File: src/hdl/mul_consts.svh
`ifndef MUL_CONSTS_SVH
`define MUL_CONSTS_SVH

////////////////////////////////////////
// data widths
////////////////////////////////////////

`define MUL_XLEN 64
`define MUL_WLEN 32

////////////////////////////////////////
// instruction encodings
////////////////////////////////////////

`define MUL_OPC_OP        7'b0110011 // register-register ops.
`define MUL_OPC_OP32      7'b0111011 // 32-bit word ops.
`define MUL_FUNCT7_MULDIV 7'b0000001

`define MUL_F3_MUL    3'b000
`define MUL_F3_MULH   3'b001
`define MUL_F3_MULHSU 3'b010
`define MUL_F3_MULHU  3'b011

// one load cycle plus one per multiplier bit.
`define MUL_MAX_ITER 65

`endif

File: src/hdl/mul_pkg.sv
`default_nettype none

`include "mul_consts.svh"

package mul_pkg;

    ////////////////////////////////////////
    // operation codes
    ////////////////////////////////////////

    typedef enum logic [2:0] {
        OP_MUL    = 3'd0, // low half of signed product.
        OP_MULH   = 3'd1,
        OP_MULHSU = 3'd2,
        OP_MULHU  = 3'd3,
        OP_MULW   = 3'd4  // low word, sign extended.
    } mul_op_t;

    ////////////////////////////////////////
    // data words
    ////////////////////////////////////////

    typedef logic [`MUL_XLEN-1:0]   xlen_t;
    typedef logic [2*`MUL_XLEN-1:0] dxlen_t;
    typedef logic [31:0]            instr_t;

endpackage

`default_nettype wire

File: src/hdl/mul_decode.sv
`timescale 1ns/100ps
`default_nettype none

`include "mul_consts.svh"

module mul_decode
    import mul_pkg::*;
(
    input  logic    start,
    input  instr_t  instr,
    output logic    mul_start,
    output logic    bad_instr,
    output mul_op_t op,
    output logic    op1_signed,
    output logic    op2_signed
);

    logic [6:0] opcode;
    logic [2:0] funct3;
    logic [6:0] funct7;
    logic       legal;

    assign opcode = instr[6:0];
    assign funct3 = instr[14:12];
    assign funct7 = instr[31:25];

    ////////////////////////////////////////
    // operation select
    ////////////////////////////////////////

    always_comb begin
        op    = OP_MUL;
        legal = 1'b0;
        if (funct7 == `MUL_FUNCT7_MULDIV) begin
            if (opcode == `MUL_OPC_OP) begin
                legal = 1'b1;
                case (funct3)
                    `MUL_F3_MUL:    op = OP_MUL;
                    `MUL_F3_MULH:   op = OP_MULH;
                    `MUL_F3_MULHSU: op = OP_MULHSU;
                    `MUL_F3_MULHU:  op = OP_MULHU;
                    default:        legal = 1'b0; // divide ops live elsewhere.
                endcase
            end else if (opcode == `MUL_OPC_OP32 && funct3 == `MUL_F3_MUL) begin
                op    = OP_MULW;
                legal = 1'b1;
            end
        end
    end

    // rs2 is signed only for MUL and MULH.
    always_comb begin
        case (op)
            OP_MUL, OP_MULH: begin
                op1_signed = 1'b1;
                op2_signed = 1'b1;
            end
            OP_MULHSU: begin
                op1_signed = 1'b1;
                op2_signed = 1'b0;
            end
            default: begin
                op1_signed = 1'b0;
                op2_signed = 1'b0;
            end
        endcase
    end

    assign mul_start = start & legal;
    assign bad_instr = start & ~legal;

endmodule

`default_nettype wire

File: src/hdl/mul_shift_add.sv
`timescale 1ns/100ps
`default_nettype none

`include "mul_consts.svh"

module mul_shift_add
    import mul_pkg::*;
(
    input  logic    clk,
    input  logic    reset,
    input  logic    mul_start,
    input  mul_op_t op,
    input  xlen_t   rs1_data,
    input  xlen_t   rs2_data,
    input  logic    op1_signed,
    input  logic    op2_signed,
    output logic    busy,
    output logic    fin,
    output mul_op_t fin_op,
    output logic    neg,
    output dxlen_t  product
);

    xlen_t   a_in;
    xlen_t   b_in;
    logic    a_neg;
    logic    b_neg;
    xlen_t   a_mag;
    xlen_t   b_mag;

    dxlen_t  mcand;
    xlen_t   mplier;
    dxlen_t  acc;
    logic    neg_q;
    mul_op_t op_q;

    ////////////////////////////////////////
    // operand magnitudes
    ////////////////////////////////////////

    always_comb begin
        if (op == OP_MULW) begin
            a_in  = {{(`MUL_XLEN-`MUL_WLEN){1'b0}}, rs1_data[`MUL_WLEN-1:0]};
            b_in  = {{(`MUL_XLEN-`MUL_WLEN){1'b0}}, rs2_data[`MUL_WLEN-1:0]};
            a_neg = 1'b0; // low word of the product is sign agnostic.
            b_neg = 1'b0;
        end else begin
            a_in  = rs1_data;
            b_in  = rs2_data;
            a_neg = op1_signed & rs1_data[`MUL_XLEN-1];
            b_neg = op2_signed & rs2_data[`MUL_XLEN-1];
        end
        a_mag = a_neg ? xlen_t'(-a_in) : a_in;
        b_mag = b_neg ? xlen_t'(-b_in) : b_in;
    end

    ////////////////////////////////////////
    // control
    ////////////////////////////////////////

    // the loop ends as soon as no multiplier bits remain.
    assign fin = busy & ~(|mplier);

    always_ff @(posedge clk) begin
        if (reset) begin
            busy <= 1'b0;
        end else if (mul_start) begin
            busy <= 1'b1;
        end else if (fin) begin
            busy <= 1'b0;
        end
    end

    ////////////////////////////////////////
    // datapath
    ////////////////////////////////////////

    always_ff @(posedge clk) begin
        if (mul_start) begin
            mcand  <= {{`MUL_XLEN{1'b0}}, a_mag};
            mplier <= b_mag;
            acc    <= '0;
            neg_q  <= a_neg ^ b_neg; // sign the result block restores.
            op_q   <= op;
        end else if (busy && mplier != '0) begin
            if (mplier[0]) begin
                acc <= acc + mcand;
            end
            mcand  <= {mcand[2*`MUL_XLEN-2:0], 1'b0};
            mplier <= {1'b0, mplier[`MUL_XLEN-1:1]};
        end
    end

    assign product = acc;
    assign neg     = neg_q;
    assign fin_op  = op_q;

    ////////////////////////////////////////
    // checks
    ////////////////////////////////////////

    a_no_start_busy: assert property (@(posedge clk) disable iff (reset)
        mul_start |-> !busy)
        else $error("start strobe arrived while the multiplier was busy.");

    a_fin_pulse: assert property (@(posedge clk) disable iff (reset)
        fin |=> !fin)
        else $error("fin held for more than one cycle.");

    a_busy_bound: assert property (@(posedge clk) disable iff (reset)
        $rose(busy) |-> ##[1:`MUL_MAX_ITER] !busy)
        else $error("multiply ran past its iteration bound.");

endmodule

`default_nettype wire

File: src/hdl/mul_result.sv
`timescale 1ns/100ps
`default_nettype none

`include "mul_consts.svh"

module mul_result
    import mul_pkg::*;
(
    input  logic    clk,
    input  logic    reset,
    input  logic    fin,
    input  logic    bad_instr,
    input  mul_op_t fin_op,
    input  logic    neg,
    input  dxlen_t  product,
    output logic    done,
    output logic    illegal,
    output xlen_t   result
);

    dxlen_t signed_prod;
    xlen_t  sel;

    ////////////////////////////////////////
    // sign and half select
    ////////////////////////////////////////

    always_comb begin
        signed_prod = neg ? dxlen_t'(-product) : product;
        case (fin_op)
            OP_MUL: begin
                sel = signed_prod[`MUL_XLEN-1:0];
            end
            OP_MULH, OP_MULHSU, OP_MULHU: begin
                sel = signed_prod[2*`MUL_XLEN-1:`MUL_XLEN];
            end
            OP_MULW: begin
                sel = {{(`MUL_XLEN-`MUL_WLEN){signed_prod[`MUL_WLEN-1]}},
                       signed_prod[`MUL_WLEN-1:0]};
            end
            default: begin
                sel = '0;
            end
        endcase
    end

    ////////////////////////////////////////
    // output register
    ////////////////////////////////////////

    always_ff @(posedge clk) begin
        if (reset) begin
            done    <= 1'b0;
            illegal <= 1'b0;
        end else begin
            done    <= fin | bad_instr;
            illegal <= bad_instr;
        end
    end

    always_ff @(posedge clk) begin
        if (bad_instr) begin
            result <= '0; // rejected instructions report zero.
        end else if (fin) begin
            result <= sel;
        end
    end

    // decode and execute finish on different cycles for one start.
    a_fin_bad_excl: assert property (@(posedge clk) disable iff (reset)
        !(fin && bad_instr))
        else $error("execute finish collided with an illegal instruction.");

endmodule

`default_nettype wire

File: src/hdl/mul_unit.sv
`timescale 1ns/100ps
`default_nettype none

module mul_unit
    import mul_pkg::*;
(
    input  logic   clk,
    input  logic   reset,
    input  logic   start,
    input  instr_t instr,
    input  xlen_t  rs1_data,
    input  xlen_t  rs2_data,
    output logic   busy,
    output logic   done,
    output logic   illegal,
    output xlen_t  result
);

    ////////////////////////////////////////
    // internal wiring
    ////////////////////////////////////////

    logic    mul_start;
    logic    bad_instr;
    mul_op_t op;
    logic    op1_signed;
    logic    op2_signed;

    logic    fin;
    mul_op_t fin_op;
    logic    neg;
    dxlen_t  product;

    mul_decode decode_i (
        .start      (start),
        .instr      (instr),
        .mul_start  (mul_start),
        .bad_instr  (bad_instr),
        .op         (op),
        .op1_signed (op1_signed),
        .op2_signed (op2_signed)
    );

    mul_shift_add execute_i (
        .clk        (clk),
        .reset      (reset),
        .mul_start  (mul_start),
        .op         (op),
        .rs1_data   (rs1_data),
        .rs2_data   (rs2_data),
        .op1_signed (op1_signed),
        .op2_signed (op2_signed),
        .busy       (busy),
        .fin        (fin),
        .fin_op     (fin_op),
        .neg        (neg),
        .product    (product)
    );

    mul_result result_i (
        .clk       (clk),
        .reset     (reset),
        .fin       (fin),
        .bad_instr (bad_instr),
        .fin_op    (fin_op),
        .neg       (neg),
        .product   (product),
        .done      (done),
        .illegal   (illegal),
        .result    (result)
    );

endmodule

`default_nettype wire

File: config.mk
export PLATFORM = sky130hd
export DESIGN_NAME = mul_unit
export DESIGN_NICKNAME = d
export VERILOG_FILES = /design/src/hdl/mul_pkg.sv /design/src/hdl/mul_decode.sv /design/src/hdl/mul_shift_add.sv /design/src/hdl/mul_result.sv /design/src/hdl/mul_unit.sv
export VERILOG_INCLUDE_DIRS = /design/src /design/src/hdl
export SDC_FILE = /design/constraint.sdc
export NUM_CORES = 1
export LEC_CHECK = 0
export BUFFER_PORTS_ARGS = -buffer_cell sky130_fd_sc_hd__buf_2
export CAP_MARGIN = 20
export CORE_MARGIN = 8
export CORE_UTILIZATION = 42
export DETAILED_ROUTE_END_ITERATION = 8
export PLACE_DENSITY = 0.61
export SYNTH_ARGS = -nofsm -noshare
export SYNTH_HDL_FRONTEND = slang
export SYNTH_SLANG_ARGS = --single-unit
File: constraint.sdc
create_clock -name clk -period 5.15 [get_ports clk]
set_input_delay 0.2575 -clock clk [delete_from_list [all_inputs] [get_ports clk]]
set_output_delay 0.2575 -clock clk [all_outputs]
set_load 0.01 [all_outputs]
==> reports/metrics.cfg <==
[timing]
setup_violations=0
max_clock_freq_mhz=210
timing.final.hold_violations=0
timing.clock.skew_ns=0.0246
finalWorstPathRequiredPeriod_ns=4.77
tns_setup_ns=0
finalMaxSlewViolations=0
final.period_utilization_pct=92.7
max_slew.worst_pin.slew_ns=1.11
grt_setup_unrepaired=false
slew-limit-headroom_pct=25.7

[synth]
async_reset_ff_share_pct=0
yosys.cell_types.count=73
synth_enable_flop_cells=132
total_standard_cell_area_after_synthesis_mm2=0.0287
synth.net_count=3972
syn_inst=3678
synth-seq-cells=391
synth.yosys.seq_area_share_pct=31.9
postSynthAreaPerCell_um2=7.80
yosysWarnings=0
synthFlopType=dfxtp_1

[setup_path]
crit_top_cell=or4_4
start_kind=flop
cp_top_family=simple AND/OR/NAND/NOR gates
critical_path_buf_inv_count=0
critPathSlowestCell=or4_4
critPathArrivalTime_ns=5.32
slowest_delay_ns=0.61
maximum_net_fanout_on_the_critical_path=6
criticalPathCategory=reg -> reg
critical_path.endpoint_type=flop
ordered_cell_list_for_the_critical_path=or4_4, or4b_1, or4_4, or4_4, or3_1, o41ai_2, nand2_1, a21oi_1, xor2_1, a2111oi_0, a211o_1
worst_path_required_time_ns=5.70

[pwr]
p_int_uw=5360
power.switching_fraction_pct=22.6
finalPower_uw=6940
power.density_cell_area_mw_per_mm2=216
p_leak_uw=0.0120
power_frac_comb_pct=4.6
power.net_switching_uw=1570
power.share.sequential_pct=45.8
power_frac_clock_pct=49.5
max-vdd-ir-drop_uv=218

[detailed_routing]
vias=27900
postRouteWirelength_mm=99.8
dr.first_iter.drc_count=2496
routedWlPerCell_um=21.3
drt_pre_antenna_iters=6
antenna_violating_nets_remaining=0
drcViolationCount=0
vias_per_cell=5.95

[layout]
antennaDiodeCount=0
ratio_of_cells_with_drive_above_1_in_the_final_layout_pct=9.78
design.final.nets=4070
fill_cells=6895
area_growth_syn_to_layout_pct=11.9

[floorplan]
boundaryPins=230
die_width_um=277
dieHeight_um=277
core_mm2=0.0681
num_rows=96
dieArea_mm2=0.0769
initial_core_util_pct=42.1

[global_routing]
grt_antenna_before_repair=3
global_route.overflow_total=0
first_global_vias=26000
grt_start_max_net_pins=181
globalRouteTotalUtil_pct=24.7
grt_pass1_wl_mm=154

[clock_network]
cts_num_sinks=391
htree_num_levels=2
postCtsResizedCells=0
clock_tree_from_tritoncts=built
cts.reportedPaths.clkPinSlew_ns=0.06
worstSkewPairLatency_ns=0.60
cts-buffers-inserted=46
cts.path.max_buffers=3
cts.root.buffer_cell=clkbuf_16

[job]
cap_violations=0

[place]
hpwlAfterDp_mm=76.4
count_of_buffers_inserted_at_the_top_level_ports=214
gp_routability_congestion=0.977

[worst_hold_path]
timing.hold.worst.class=in -> reg

[run_status]
status=finished, final reports clean

## cells by family after synthesis
| kind of cell | synth area share (%) |
|---|---|
| compound gates | 25.0 |
| xor+xnor | 10.7 |
| fa+ha+maj | 5.74 |
| buf+inv | 3.42 |
| flops | 31.9 |
| mux | 2.48 |
| simple gates | 20.8 |
## stage by stage
stage	instance area, um^2	utilization, %	worst slack [ns]	cells	hold WS [ns]
2_1_floorplan	28700	-	0.974	3678	0.329
3_3_place_gp	30500	44.8	0.461	4609	0.453
3_5_place_dp	30500	44.8	0.402	4609	0.450
4_1_cts	32100	47.1	0.396	4696	0.0188
5_1_grt	32100	47.1	0.244	4696	0.0529
6_report	32100	47.1	0.378	4696	0.0499
## final timing paths
path | endpoint | slack [ns] | cells past startpoint | start
worst max register to register | result_i.result[60]$_SDFFE_PP0P_ | 0.38 | 11 | execute_i.product[23]$_SDFFE_PP0P_
worst min-delay path | execute_i.mcand[0]$_SDFFCE_PN0P_ | 0.05 | 3 | rs1_data[0]
worst min register to register | result_i.result[50]$_SDFFE_PP0P_ | 0.46 | 2 | result_i.result[50]$_SDFFE_PP0P_
worst max-delay path | result_i.result[60]$_SDFFE_PP0P_ | 0.38 | 11 | execute_i.product[23]$_SDFFE_PP0P_
## per-layer routing
layer	vias up	global-route usage (%)	share of wire, %
met4	0	6.73	2.7
met2	912	38.2	44
met5	-	0	0
li1	13700	-	-
met3	141	4.23	6.9
met1	13200	35.3	47
## final cells by class
type	count	area [um^2]	area share [%]
Tap cell	882	1100	3.44
Sequential cell	391	9150	28.5
Timing Repair Buffer	260	1480	4.61
Clock inverter	23	304	0.947
Clock buffer	63	1250	3.91
Multi-Input combinational cell	3026	18600	58.0
Inverter	51	196	0.612
## worst register-to-register path: stages (launching register included)
cell	delay (ns)
dfxtp_1	0.38
or4_4	0.56
or4b_1	0.56
or4_4	0.61
or4_4	0.49
or3_1	0.51
o41ai_2	0.51
nand2_1	0.21
a21oi_1	0.22
xor2_1	0.09
a2111oi_0	0.44
a211o_1	0.15
## cells in the mapped netlist (7+ instances only)
library cell  count  area share, %
nor4_1           45           0.98
o21ai_0         360            6.3
nor2b_1          16           0.35
edfxtp_1        132             14
mux2i_1          71            2.5
o31ai_1          73            1.9
o21a_1           16           0.42
a21oi_1         339            5.9
inv_1            49           0.64
nand2_1         569            7.4
o22ai_1          27           0.59
o211ai_1         22           0.58
or3_1            43           0.94
nand4_1          61            1.3
nand3_1          66            1.2
dfxtp_1         259             18
a211o_1          10           0.31
xnor2_1         130            4.0
or4_1            31           0.81
o221ai_1         14           0.43
and2_1           10           0.22
a211oi_1         27           0.71
a2111oi_0         7           0.21
nand2b_1         18           0.39
a31oi_1          33           0.72
xor2_1          221            6.7
o41ai_1          45            1.4
buf_1            10           0.13
and3_1           12           0.26
a21boi_0         11           0.29
o21bai_1         36           0.94
nor3_1           73            1.3
a21o_1           70            1.8
nand3b_1          9           0.24
ha_1            130            5.7
clkbuf_1        199            2.6
nor2_1          298            3.9
a22o_1           35            1.1
or2_2            24           0.52
a22oi_1          12           0.31
## sequential cells by signal (all words and copies together) (netlist names)
| signal | cells |
|---|---|
| execute_i.mcand | 128 |
| execute_i.fin_op | 3 |
| result_i.illegal | 1 |
| execute_i.neg | 1 |
| execute_i.product | 128 |
| result_i.result | 64 |
| result_i.done | 1 |
| execute_i.busy | 1 |
| execute_i.mplier | 64 |
## cell usage in the layout (no fill, tap or decap), types with 66 or more instances in the layout
cell / instances
xnor2_1: 130
nor3_1: 73
xor2_1: 221
mux2i_1: 71
a21o_1: 70
ha_1: 130
o21ai_0: 360
buf_2: 214
nand2_1: 568
dfxtp_1: 259
nand3_1: 66
o31ai_1: 73
edfxtp_1: 132
nor2_1: 296
a21oi_1: 338
## power groups by stage
stage	registers [uW]	clock network (uW)	logic [uW]
final	3180	3430	322
after global routing	3180	3630	356
after CTS	3180	3510	322
after detailed placement	3240	0	320
after global placement	3240	0	319
after floorplan	3240	0	174
## repair_timing
action,in CTS,in global routing
hold buffers,1,0
setup buffers,0,0
endpoints found under the hold margin,3,0
(Power assumes the default switching activity.)
